$ cat config.mk
export PLATFORM = sky130hd
export DESIGN_NAME = core_ctrl_top
export DESIGN_NICKNAME = d
export VERILOG_FILES = /design/src/ctrl_pkg.sv /design/src/trap_pkg.sv /design/src/core_ctrl_top.sv /design/src/ctrl_fsm.sv /design/src/trap_detect.sv /design/src/trap_pending.sv
export VERILOG_INCLUDE_DIRS = /design/src
export SDC_FILE = /design/constraint.sdc
export NUM_CORES = 1
export LEC_CHECK = 0
export ABC_AREA = 1
export BUFFER_PORTS_ARGS = -buffer_cell sky130_fd_sc_hd__buf_4
export CAP_MARGIN = 20
export CORE_AREA = 2 2 109 111
export CTS_CLUSTER_SIZE = 10
export DETAILED_ROUTE_END_ITERATION = 8
export DIE_AREA = 0 0 111 113
export PLACE_DENSITY = 0.77
export REMOVE_ABC_BUFFERS = 1
export SLEW_MARGIN = 40
export SYNTH_ARGS = -nofsm -noshare
export SYNTH_HDL_FRONTEND = slang
export SYNTH_SLANG_ARGS = --single-unit
export TNS_END_PERCENT = 30
$ cat constraint.sdc
create_clock -name clk_i -period 3.4 [get_ports clk_i]
set_input_delay 0.17 -clock clk_i [delete_from_list [all_inputs] [get_ports clk_i]]
set_output_delay 0.17 -clock clk_i [all_outputs]
set_load 0.02 [all_outputs]
$ cat src/ctrl_defines.svh
////////////////////////////////////////
// widths and counts shared by the trap
// and flow controller
////////////////////////////////////////

`ifndef CTRL_DEFINES_SVH
`define CTRL_DEFINES_SVH

// data and address width
`define CTRL_XLEN 32

// fast interrupt lines
`define CTRL_NUM_FAST 15

// mcause word, irq flag plus code
`define CTRL_CAUSE_W 6

// fast interrupt index inside the cause word
`define CTRL_FAST_ID_W 4

`endif

$ cat src/ctrl_pkg.sv
////////////////////////////////////////
// pipeline control types: FSM states,
// PC selectors, ID stage and LSU structs
////////////////////////////////////////

`include "ctrl_defines.svh"

package ctrl_pkg;

  typedef enum logic [3:0] {
    RESET,
    BOOT_SET,
    FIRST_FETCH,
    DECODE,
    FLUSH,
    IRQ_TAKEN,
    WAIT_SLEEP,
    SLEEP
  } ctrl_state_e;

  // fetch address source
  typedef enum logic [1:0] {
    PC_BOOT,
    PC_JUMP,
    PC_EXC,
    PC_ERET
  } pc_sel_e;

  // trap vector offset, exception or interrupt
  typedef enum logic {
    EXC_PC_EXC,
    EXC_PC_IRQ
  } exc_pc_sel_e;

  // instruction held in the IF/ID register
  typedef struct packed {
    logic                  valid;
    logic                  is_compressed;
    logic [`CTRL_XLEN-1:0] instr;
    logic [15:0]           instr_c;
    logic [`CTRL_XLEN-1:0] pc;
  } instr_t;

  // raw decoder flags, not yet qualified with valid
  typedef struct packed {
    logic illegal;
    logic ecall;
    logic ebrk;
    logic mret;
    logic wfi;
    logic fetch_err;
    logic fetch_err_plus2;
  } dec_flags_t;

  // single-cycle LSU error strobes with the faulting address
  typedef struct packed {
    logic                  load;
    logic                  store;
    logic [`CTRL_XLEN-1:0] addr;
  } lsu_err_t;

  typedef struct packed {
    logic        set;
    pc_sel_e     mux;
    exc_pc_sel_e exc_mux;
  } pc_ctrl_t;

endpackage

$ cat src/trap_pkg.sv
////////////////////////////////////////
// trap types: cause union, cause codes,
// interrupt lines, trap record, CSR side
////////////////////////////////////////

`include "ctrl_defines.svh"

package trap_pkg;

  // cause read as an exception
  typedef struct packed {
    logic                     irq;
    logic [`CTRL_CAUSE_W-2:0] code;
  } exc_view_t;

  // cause read as an interrupt, fast flag adds 16 to the id
  typedef struct packed {
    logic                       irq;
    logic                       fast;
    logic [`CTRL_FAST_ID_W-1:0] id;
  } irq_view_t;

  typedef union packed {
    exc_view_t exc_view;
    irq_view_t irq_view;
  } exc_cause_u;

  ////////////////////////////////////////
  // cause codes
  ////////////////////////////////////////

  localparam logic [`CTRL_CAUSE_W-1:0] CAUSE_FETCH_FAULT  = {1'b0, 5'd1};
  localparam logic [`CTRL_CAUSE_W-1:0] CAUSE_ILLEGAL      = {1'b0, 5'd2};
  localparam logic [`CTRL_CAUSE_W-1:0] CAUSE_BREAKPOINT   = {1'b0, 5'd3};
  localparam logic [`CTRL_CAUSE_W-1:0] CAUSE_LOAD_FAULT   = {1'b0, 5'd5};
  localparam logic [`CTRL_CAUSE_W-1:0] CAUSE_STORE_FAULT  = {1'b0, 5'd7};
  localparam logic [`CTRL_CAUSE_W-1:0] CAUSE_ECALL_M      = {1'b0, 5'd11};

  // interrupts carry the irq flag in the top bit
  localparam logic [`CTRL_CAUSE_W-1:0] CAUSE_IRQ_SOFTWARE = {1'b1, 5'd3};
  localparam logic [`CTRL_CAUSE_W-1:0] CAUSE_IRQ_TIMER    = {1'b1, 5'd7};
  localparam logic [`CTRL_CAUSE_W-1:0] CAUSE_IRQ_EXTERNAL = {1'b1, 5'd11};
  localparam logic [`CTRL_CAUSE_W-1:0] CAUSE_IRQ_NM       = {1'b1, 5'd31};

  // raw interrupt lines, nm on top
  typedef struct packed {
    logic                      nm;
    logic [`CTRL_NUM_FAST-1:0] fast;
    logic                      external;
    logic                      software;
    logic                      timer;
  } irqs_t;

  // one trap with its cause and mtval
  typedef struct packed {
    logic                  valid;
    exc_cause_u            cause;
    logic [`CTRL_XLEN-1:0] mtval;
  } trap_rec_t;

  // strobes and data towards the CSR file
  typedef struct packed {
    logic                  save_if;
    logic                  save_id;
    logic                  save_cause;
    logic                  restore_mret;
    exc_cause_u            cause;
    logic [`CTRL_XLEN-1:0] mtval;
  } csr_ctrl_t;

endpackage
$ cat src/core_ctrl_top.sv
////////////////////////////////////////
// trap and flow controller top level
////////////////////////////////////////

`timescale 1ns/1ps

module core_ctrl_top (
  input  logic                 clk_i,
  input  logic                 rst_ni,
  input  ctrl_pkg::instr_t     instr_i,
  input  ctrl_pkg::dec_flags_t dec_i,
  input  trap_pkg::irqs_t      irqs_i,
  input  logic                 mie_i,
  input  ctrl_pkg::lsu_err_t   lsu_err_i,
  input  logic                 stall_id_i,
  output ctrl_pkg::pc_ctrl_t   pc_o,
  output trap_pkg::csr_ctrl_t  csr_o,
  output logic                 nmi_mode_o,
  output logic                 instr_req_o,
  output logic                 ctrl_busy_o,
  output logic                 id_in_ready_o,
  output logic                 instr_valid_clear_o,
  output logic                 flush_id_o
);

  // detector to pending register and FSM
  trap_pkg::trap_rec_t  trap_id;
  logic                 special_req;
  logic                 irq_take;
  trap_pkg::exc_cause_u irq_cause;

  // pending register to FSM and back
  trap_pkg::trap_rec_t  pending;
  logic                 trap_clear;

  trap_detect u_trap_detect (
    .clk_i         (clk_i),
    .rst_ni        (rst_ni),
    .instr_i       (instr_i),
    .dec_i         (dec_i),
    .irqs_i        (irqs_i),
    .mie_i         (mie_i),
    .nmi_mode_i    (nmi_mode_o),
    .trap_o        (trap_id),
    .special_req_o (special_req),
    .irq_take_o    (irq_take),
    .irq_cause_o   (irq_cause)
  );

  trap_pending u_trap_pending (
    .clk_i     (clk_i),
    .rst_ni    (rst_ni),
    .trap_i    (trap_id),
    .lsu_err_i (lsu_err_i),
    .clear_i   (trap_clear),
    .pending_o (pending)
  );

  ctrl_fsm u_ctrl_fsm (
    .clk_i               (clk_i),
    .rst_ni              (rst_ni),
    .instr_i             (instr_i),
    .dec_i               (dec_i),
    .irqs_i              (irqs_i),
    .special_req_i       (special_req),
    .irq_take_i          (irq_take),
    .irq_cause_i         (irq_cause),
    .pending_i           (pending),
    .stall_id_i          (stall_id_i),
    .trap_clear_o        (trap_clear),
    .nmi_mode_o          (nmi_mode_o),
    .pc_o                (pc_o),
    .csr_o               (csr_o),
    .instr_req_o         (instr_req_o),
    .ctrl_busy_o         (ctrl_busy_o),
    .id_in_ready_o       (id_in_ready_o),
    .instr_valid_clear_o (instr_valid_clear_o),
    .flush_id_o          (flush_id_o)
  );

endmodule

$ cat src/ctrl_fsm.sv
////////////////////////////////////////
// controller FSM, NMI mode, PC and CSR
// strobes, stall and flush control
////////////////////////////////////////

`timescale 1ns/1ps

module ctrl_fsm (
  input  logic                 clk_i,
  input  logic                 rst_ni,
  input  ctrl_pkg::instr_t     instr_i,
  input  ctrl_pkg::dec_flags_t dec_i,
  input  trap_pkg::irqs_t      irqs_i,
  input  logic                 special_req_i,
  input  logic                 irq_take_i,
  input  trap_pkg::exc_cause_u irq_cause_i,
  input  trap_pkg::trap_rec_t  pending_i,
  input  logic                 stall_id_i,
  output logic                 trap_clear_o,
  output logic                 nmi_mode_o,
  output ctrl_pkg::pc_ctrl_t   pc_o,
  output trap_pkg::csr_ctrl_t  csr_o,
  output logic                 instr_req_o,
  output logic                 ctrl_busy_o,
  output logic                 id_in_ready_o,
  output logic                 instr_valid_clear_o,
  output logic                 flush_id_o
);

  ctrl_pkg::ctrl_state_e state_q;
  ctrl_pkg::ctrl_state_e state_d;

  logic nmi_mode_q;
  logic nmi_mode_d;

  logic halt_if;
  logic retain_id;
  logic flush_id;

  logic mret_insn;
  logic wfi_insn;
  logic wake;
  logic lsu_fault;

  assign mret_insn = dec_i.mret & instr_i.valid;
  assign wfi_insn  = dec_i.wfi & instr_i.valid;

  // sleep ends on any raw line, MIE plays no part here
  assign wake = |irqs_i;

  // LSU faults have no instruction in ID to save
  assign lsu_fault = ~pending_i.cause.exc_view.irq &
                     ((pending_i.cause.exc_view.code == trap_pkg::CAUSE_LOAD_FAULT[4:0]) |
                      (pending_i.cause.exc_view.code == trap_pkg::CAUSE_STORE_FAULT[4:0]));

  ////////////////////////////////////////
  // next state and outputs
  ////////////////////////////////////////

  always_comb begin
    state_d     = state_q;
    nmi_mode_d  = nmi_mode_q;
    instr_req_o = 1'b1;
    ctrl_busy_o = 1'b1;
    halt_if     = 1'b0;
    retain_id   = 1'b0;
    flush_id    = 1'b0;

    // mux values only count while set is high
    pc_o.set     = 1'b0;
    pc_o.mux     = ctrl_pkg::PC_BOOT;
    pc_o.exc_mux = ctrl_pkg::EXC_PC_EXC;

    csr_o.save_if      = 1'b0;
    csr_o.save_id      = 1'b0;
    csr_o.save_cause   = 1'b0;
    csr_o.restore_mret = 1'b0;
    csr_o.cause        = '0;
    csr_o.mtval        = '0;

    unique case (state_q)
      ctrl_pkg::RESET: begin
        // boot address loaded before fetch starts
        instr_req_o = 1'b0;
        pc_o.set    = 1'b1;
        state_d     = ctrl_pkg::BOOT_SET;
      end

      ctrl_pkg::BOOT_SET: begin
        pc_o.set = 1'b1;
        state_d  = ctrl_pkg::FIRST_FETCH;
      end

      ctrl_pkg::FIRST_FETCH: begin
        // hold IF while an interrupt waits for a stall to end
        halt_if = irq_take_i;
        if (!stall_id_i) begin
          state_d = irq_take_i ? ctrl_pkg::IRQ_TAKEN : ctrl_pkg::DECODE;
        end
      end

      ctrl_pkg::DECODE: begin
        if (special_req_i || pending_i.valid) begin
          // keep the instruction in ID for FLUSH
          retain_id = 1'b1;
          state_d   = ctrl_pkg::FLUSH;
        end else if (irq_take_i) begin
          // current instruction completes, IF gives nothing new
          halt_if = 1'b1;
          if (!stall_id_i) begin
            state_d = ctrl_pkg::IRQ_TAKEN;
          end
        end
      end

      ctrl_pkg::IRQ_TAKEN: begin
        pc_o.mux     = ctrl_pkg::PC_EXC;
        pc_o.exc_mux = ctrl_pkg::EXC_PC_IRQ;
        // the line may have dropped in the meantime
        if (irq_take_i) begin
          pc_o.set         = 1'b1;
          csr_o.save_if    = 1'b1;
          csr_o.save_cause = 1'b1;
          csr_o.cause      = irq_cause_i;
          // nm outranks every other line, so it is the one taken
          if (irqs_i.nm) begin
            nmi_mode_d = 1'b1;
          end
        end
        state_d = ctrl_pkg::DECODE;
      end

      ctrl_pkg::FLUSH: begin
        halt_if  = 1'b1;
        flush_id = 1'b1;
        state_d  = ctrl_pkg::DECODE;
        if (pending_i.valid) begin
          // trap entry, mepc from ID only for ID faults
          pc_o.set         = 1'b1;
          pc_o.mux         = ctrl_pkg::PC_EXC;
          pc_o.exc_mux     = ctrl_pkg::EXC_PC_EXC;
          csr_o.save_id    = ~lsu_fault;
          csr_o.save_cause = 1'b1;
          csr_o.cause      = pending_i.cause;
          csr_o.mtval      = pending_i.mtval;
        end else if (mret_insn) begin
          // return from handler, also leaves NMI mode
          pc_o.set           = 1'b1;
          pc_o.mux           = ctrl_pkg::PC_ERET;
          csr_o.restore_mret = 1'b1;
          nmi_mode_d         = 1'b0;
        end else if (wfi_insn) begin
          state_d = ctrl_pkg::WAIT_SLEEP;
        end
      end

      ctrl_pkg::WAIT_SLEEP: begin
        ctrl_busy_o = 1'b0;
        instr_req_o = 1'b0;
        halt_if     = 1'b1;
        flush_id    = 1'b1;
        state_d     = ctrl_pkg::SLEEP;
      end

      ctrl_pkg::SLEEP: begin
        instr_req_o = 1'b0;
        halt_if     = 1'b1;
        flush_id    = 1'b1;
        if (wake) begin
          state_d = ctrl_pkg::FIRST_FETCH;
        end else begin
          ctrl_busy_o = 1'b0;
        end
      end

      default: begin
        instr_req_o = 1'b0;
        state_d     = ctrl_pkg::RESET;
      end
    endcase
  end

  // pending records are consumed in FLUSH
  assign trap_clear_o = (state_q == ctrl_pkg::FLUSH);
  assign nmi_mode_o   = nmi_mode_q;
  assign flush_id_o   = flush_id;

  ////////////////////////////////////////
  // stall control
  ////////////////////////////////////////

  assign id_in_ready_o = ~stall_id_i & ~halt_if & ~retain_id;

  // retain_id keeps valid set unless a flush kills it
  assign instr_valid_clear_o = ~(stall_id_i | retain_id) | flush_id;

  always_ff @(posedge clk_i or negedge rst_ni) begin
    if (!rst_ni) begin
      state_q    <= ctrl_pkg::RESET;
      nmi_mode_q <= 1'b0;
    end else begin
      state_q    <= state_d;
      nmi_mode_q <= nmi_mode_d;
    end
  end

  state_legal_a : assert property (@(posedge clk_i) disable iff (!rst_ni)
    state_q inside {ctrl_pkg::RESET, ctrl_pkg::BOOT_SET, ctrl_pkg::FIRST_FETCH,
                    ctrl_pkg::DECODE, ctrl_pkg::FLUSH, ctrl_pkg::IRQ_TAKEN,
                    ctrl_pkg::WAIT_SLEEP, ctrl_pkg::SLEEP});

  // a cause is only written together with a redirect to the trap vector
  save_cause_pc_a : assert property (@(posedge clk_i) disable iff (!rst_ni)
    csr_o.save_cause |-> pc_o.set && (pc_o.mux == ctrl_pkg::PC_EXC));

endmodule

$ cat src/trap_detect.sv
////////////////////////////////////////
// ID stage exception ranking and
// interrupt decision with cause encoding
////////////////////////////////////////

`timescale 1ns/1ps
`include "ctrl_defines.svh"

module trap_detect (
  input  logic                  clk_i,
  input  logic                  rst_ni,
  input  ctrl_pkg::instr_t      instr_i,
  input  ctrl_pkg::dec_flags_t  dec_i,
  input  trap_pkg::irqs_t       irqs_i,
  input  logic                  mie_i,
  input  logic                  nmi_mode_i,
  output trap_pkg::trap_rec_t   trap_o,
  output logic                  special_req_o,
  output logic                  irq_take_o,
  output trap_pkg::exc_cause_u  irq_cause_o
);

  logic fetch_err;
  logic illegal;
  logic ecall;
  logic ebrk;
  logic mret;
  logic wfi;

  // one-hot ranking of the ID exceptions
  logic fetch_prio;
  logic illegal_prio;
  logic ecall_prio;
  logic ebrk_prio;

  logic                       irq_any;
  logic [`CTRL_FAST_ID_W-1:0] fast_id;

  ////////////////////////////////////////
  // exceptions
  ////////////////////////////////////////

  // decoder flags ignore valid, qualify them here
  assign fetch_err = dec_i.fetch_err & instr_i.valid;
  assign illegal   = dec_i.illegal   & instr_i.valid;
  assign ecall     = dec_i.ecall     & instr_i.valid;
  assign ebrk      = dec_i.ebrk      & instr_i.valid;
  assign mret      = dec_i.mret      & instr_i.valid;
  assign wfi       = dec_i.wfi       & instr_i.valid;

  // anything that needs the FLUSH state
  assign special_req_o = fetch_err | illegal | ecall | ebrk | mret | wfi;

  // fetch fault first, then illegal, ecall, ebreak
  assign fetch_prio   = fetch_err;
  assign illegal_prio = illegal & ~fetch_err;
  assign ecall_prio   = ecall & ~fetch_err & ~illegal;
  assign ebrk_prio    = ebrk & ~fetch_err & ~illegal & ~ecall;

  always_comb begin
    trap_o.valid = fetch_prio | illegal_prio | ecall_prio | ebrk_prio;
    trap_o.cause = '0;
    trap_o.mtval = '0;
    if (fetch_prio) begin
      // an error in the upper half of a 32-bit fetch points past the pc
      trap_o.cause = trap_pkg::CAUSE_FETCH_FAULT;
      trap_o.mtval = dec_i.fetch_err_plus2 ? instr_i.pc + `CTRL_XLEN'(2) : instr_i.pc;
    end else if (illegal_prio) begin
      trap_o.cause = trap_pkg::CAUSE_ILLEGAL;
      trap_o.mtval = instr_i.is_compressed ?
                     {{(`CTRL_XLEN-16){1'b0}}, instr_i.instr_c} : instr_i.instr;
    end else if (ecall_prio) begin
      trap_o.cause = trap_pkg::CAUSE_ECALL_M;
    end else if (ebrk_prio) begin
      trap_o.cause = trap_pkg::CAUSE_BREAKPOINT;
    end
  end

  ////////////////////////////////////////
  // interrupts
  ////////////////////////////////////////

  assign irq_any = (|irqs_i.fast) | irqs_i.external | irqs_i.software | irqs_i.timer;

  // nm ignores MIE, nothing is taken inside the NMI handler
  assign irq_take_o = ~nmi_mode_i & (irqs_i.nm | (irq_any & mie_i));

  // highest set fast line wins, later iterations override
  always_comb begin
    fast_id = '0;
    for (int i = 0; i < `CTRL_NUM_FAST; i++) begin
      if (irqs_i.fast[i]) begin
        fast_id = `CTRL_FAST_ID_W'(i);
      end
    end
  end

  always_comb begin
    if (irqs_i.nm) begin
      irq_cause_o = trap_pkg::CAUSE_IRQ_NM;
    end else if (|irqs_i.fast) begin
      // fast n maps to cause 16+n
      irq_cause_o.irq_view.irq  = 1'b1;
      irq_cause_o.irq_view.fast = 1'b1;
      irq_cause_o.irq_view.id   = fast_id;
    end else if (irqs_i.external) begin
      irq_cause_o = trap_pkg::CAUSE_IRQ_EXTERNAL;
    end else if (irqs_i.software) begin
      irq_cause_o = trap_pkg::CAUSE_IRQ_SOFTWARE;
    end else begin
      irq_cause_o = trap_pkg::CAUSE_IRQ_TIMER;
    end
  end

  // any raised ID flag gives a valid exception trap ranked from the fetch fault down
  prio_onehot_a : assert property (@(posedge clk_i) disable iff (!rst_ni)
    instr_i.valid && (dec_i.fetch_err || dec_i.illegal || dec_i.ecall || dec_i.ebrk) |->
      trap_o.valid && !trap_o.cause.exc_view.irq &&
      (!dec_i.fetch_err || trap_o.cause == trap_pkg::CAUSE_FETCH_FAULT) &&
      (!dec_i.illegal || dec_i.fetch_err || trap_o.cause == trap_pkg::CAUSE_ILLEGAL));

endmodule

$ cat src/trap_pending.sv
////////////////////////////////////////
// pending trap register for ID and LSU
// faults, merged by priority
////////////////////////////////////////

`timescale 1ns/1ps

module trap_pending (
  input  logic                clk_i,
  input  logic                rst_ni,
  input  trap_pkg::trap_rec_t trap_i,
  input  ctrl_pkg::lsu_err_t  lsu_err_i,
  input  logic                clear_i,
  output trap_pkg::trap_rec_t pending_o
);

  trap_pkg::trap_rec_t id_q;

  logic                     load_q;
  logic                     store_q;
  logic [$bits(lsu_err_i.addr)-1:0] addr_q;

  logic                     load_any;
  logic                     store_any;
  logic [$bits(lsu_err_i.addr)-1:0] lsu_addr;

  ////////////////////////////////////////
  // capture
  ////////////////////////////////////////

  // first ID trap is kept, clear wins over a new capture
  always_ff @(posedge clk_i or negedge rst_ni) begin
    if (!rst_ni) begin
      id_q <= '0;
    end else if (clear_i) begin
      id_q.valid <= 1'b0;
    end else if (!id_q.valid && trap_i.valid) begin
      id_q <= trap_i;
    end
  end

  // LSU strobes last a single cycle, stretch them until the FSM clears
  always_ff @(posedge clk_i or negedge rst_ni) begin
    if (!rst_ni) begin
      load_q  <= 1'b0;
      store_q <= 1'b0;
    end else if (clear_i) begin
      load_q  <= 1'b0;
      store_q <= 1'b0;
    end else begin
      load_q  <= load_q | lsu_err_i.load;
      store_q <= store_q | lsu_err_i.store;
    end
  end

  // address of the first held LSU fault
  always_ff @(posedge clk_i) begin
    if (!clear_i && !(load_q || store_q) && (lsu_err_i.load || lsu_err_i.store)) begin
      addr_q <= lsu_err_i.addr;
    end
  end

  ////////////////////////////////////////
  // merge
  ////////////////////////////////////////

  // a strobe shows up in the same cycle so FLUSH follows the error pulse
  assign load_any  = load_q | lsu_err_i.load;
  assign store_any = store_q | lsu_err_i.store;
  assign lsu_addr  = (load_q || store_q) ? addr_q : lsu_err_i.addr;

  // ID fault, then store fault, then load fault
  always_comb begin
    pending_o = id_q;
    if (!id_q.valid) begin
      pending_o.valid = store_any | load_any;
      pending_o.cause = store_any ? trap_pkg::CAUSE_STORE_FAULT : trap_pkg::CAUSE_LOAD_FAULT;
      pending_o.mtval = lsu_addr;
    end
  end

  // the merged record stays stable while a held ID trap waits for FLUSH
  hold_until_clear_a : assert property (@(posedge clk_i) disable iff (!rst_ni)
    id_q.valid && !clear_i |=> pending_o == $past(pending_o));

endmodule

==> run_results.csv <==
group,metric,value,unit
run_status,status,"complete, no violations",
clocking,clock_latency,0.33,ns
logic_synthesis,async_reset_ff_share,56.8,%
clocking,numCtsBuffers,9,
place,dp_hpwl,12400,um
route,final_antenna_net_count,0,
die,core.rowCount,39,
clocking,cts-root-buf,"clkbuf_16",
route,drtPass1Iterations,5,
timing,period_share,73.1,%
setup_path,critPathCaptureType,"primary output",
die,chipHeight,113,um
die,coreArea,11300,um2
cells_and_area,final_util,62.1,%
timing,rsz0062_at_grt,"false",
route,drt_iter0_markers,346,
job,cap_violations,0,
timing,drv_slew,0,
timing,hold_viol_final,0,
clocking,clock_sinks,74,
setup_path,cp.arrival,2.32,ns
timing,period_minus_slack,2.49,ns
power,finalPower,3.84,mW
cells_and_area,synthToLayoutAreaGrowth,39.2,%
timing,slew_headroom,52.6,%
logic_synthesis,syn-mean-instance-area,7.28,um2
logic_synthesis,synth_area_leaders,"dfrtp_1 21%, edfxtp_1 19%, nand2_1 12%",
power,comb_power_share,36.8,%
logic_synthesis,synth_edf_count,32,
grt,grt_usage,25.5,%
setup_path,cp.required,3.23,ns
logic_synthesis,ys_seq_area_share,40.0,%
grt,grt_pass1_vias,5294,
setup_path,cp-start-kind,"flip-flop",
power,clkPwrFrac,27.8,%
clocking,cts_tree,"built",
die,io-pin-count,198,
grt,grt_overflow,0,
cells_and_area,multi_input_area,2630,um2
cells_and_area,antenna_cells,0,
place,numPortBuffers,197,
route,num_vias,5440,
cells_and_area,layout-drive-gt1-share,29.2,%
cells_and_area,regArea,2010,um2
grt,grt_start_max_net_pins,43,
power,p_leak,3.25,nW
route,drc,0,
timing,setup_viol,0,
timing,hold_ws,0.0186,ns
place,dp_cells,1015,
logic_synthesis,synth_seq_cells,74,
power,swShare,35.9,%
cells_and_area,final_cell_area,7000,um2
route,wl_per_cell,15.6,um
power,peakVddDrop,0.000286,V
place,pre_cts_slack,1.26,ns
timing,setup_tns,0,ns
clocking,cts_buffer_depth,2,
power,seqPwrFrac,35.4,%
logic_synthesis,synth_flop_cell,"dfrtp_1",
power,p_int,2.46,mW
timing,clock.fmax,0.402,GHz
power,power_density,549,nW/um2
grt,antenna_found_initial,0,
logic_synthesis,synthCells,690,
hold_path,hold_class,"input pin to flip-flop",
logic_synthesis,yosysWarnings,0,
logic_synthesis,syn-cell-area,5030,um2
route,finalWirelength,16100,um
logic_synthesis,yosysTopAreaCell,"dfrtp_1",
place,globalplace.congestion,0.926,
die,die_width,111,um
cells_and_area,nNetsFinal,1031,
logic_synthesis,synth_common_cells,"163 x nand2_1, 89 x nor2_1, 67 x inv_1",
route,via_per_inst,5.27,
setup_path,setup.worst_path.class,"flip-flop to primary output",
timing,timing.final.ws_setup,0.914,ns
setup_path,path_max_fanout,26,
die,die_area,12500,um2
grt,grt_first_pass_wirelength,25800,um
cells_and_area,fin_cells,1032,
clocking,path_clk_slew,0.07,ns
logic_synthesis,synth_most_common_cell,"nand2_1",
logic_synthesis,synth_top_area_share,20.9,%
cells_and_area,nFillCells,1053,
power,p_sw,1.38,mW
clocking,htree_levels,3,
timing,finClkSkew,0.00944,ns
die,initial_core_util,44.6,%
timing,worst_pin_slew,0.711,ns
place,place_area,6650,um2
logic_synthesis,synth.distinct_cells,42,
clocking,cts_resized,0,
-- sequential cells by signal (all words and copies together) (netlist names) --
name	cells
u_trap_pending.id_q	36
u_trap_pending.addr_q	32
u_ctrl_fsm.state_q	3
u_ctrl_fsm.nmi_mode_o	1
u_trap_pending.load_q	1
u_trap_pending.store_q	1
-- worst max-delay path, cell delays in order, from the launching register on --
cell and delay [ns]:
dfrtp_1 0.42, nor2_1 0.17, nand2_2 0.12, inv_2 0.19
nand3_1 0.28, buf_4 0.33, o32ai_1 0.28, buf_4 0.20
-- area by class of cell --
| cell class | count | share of cell area (%) |
|---|---|---|
| Timing Repair Buffer | 207 | 22.2 |
| Clock inverter | 6 | 1.36 |
| Inverter | 76 | 4.10 |
| Tap cell | 143 | 2.56 |
| Clock buffer | 10 | 3.42 |
| Sequential cell | 74 | 28.8 |
| Multi-Input combinational cell | 516 | 37.6 |
-- kinds of logic after synthesis --
family / Yosys count / synth area share, %
DFF: 74 / 40.0
AOI/OAI and AO/OA: 155 / 17.6
buffers and inverters: 100 / 7.92
and+or+nand+nor: 335 / 29.3
adders and majority gates: 1 / 0.249
muxes: 24 / 4.78
xor gates and xnor gates: 1 / 0.174
-- power by group through the flow --
stage / sequential, mW / clock [mW] / combinational (mW)
floorplan: 1.34 / 0 / 0.850
global placement: 1.36 / 0 / 1.39
detailed placement: 1.37 / 0 / 1.41
CTS: 1.36 / 1.07 / 1.41
global route: 1.40 / 1.11 / 1.57
finish: 1.36 / 1.07 / 1.41
-- timing repair --
item	CTS	global route
setup buffers	0	0
hold buffers	1	0
hold endpoints to repair	42	0
-- layout by cell type (no fill, tap or decap), drive strengths merged, types with 8 or more instances in the layout --
master / count
a21oi: 58
a31oi: 8
buf: 206
clkbuf: 10
dfrtp: 42
edfxtp: 32
inv: 77
mux2i: 24
nand2: 167
nand3: 32
nand4: 11
nor2: 93
nor3: 20
o211ai: 8
o21ai: 58
or2: 9
-- worst paths after layout --
path,startpoint,end,slack (ns),cells past startpoint
min in group asynchronous,rst_ni,u_trap_pending.id_q[28],0.37,2
worst min-delay path,lsu_err_i[17],u_trap_pending.addr_q[17],0.02,1
max in group asynchronous,rst_ni,u_ctrl_fsm.state_q[1],2.62,2
worst max register to register,u_trap_pending.store_q,u_trap_pending.addr_q[27],1.24,4
worst min register to register,u_trap_pending.id_q[2],u_trap_pending.id_q[2],0.50,2
worst max-delay path,u_ctrl_fsm.state_q[1],csr_o[4],0.91,7
-- layer usage --
| metal | up-vias | GRT usage, % | wire [um] |
|---|---|---|---|
| met3 | 26 | 3.05 | 920 |
| met1 | 2470 | 36.0 | 7290 |
| met5 | - | 0 | 0 |
| met2 | 224 | 41.6 | 7550 |
| met4 | 0 | 7.67 | 307 |
| li1 | 2720 | - | - |
No activity file was read; power rests on OpenSTA's default activity.
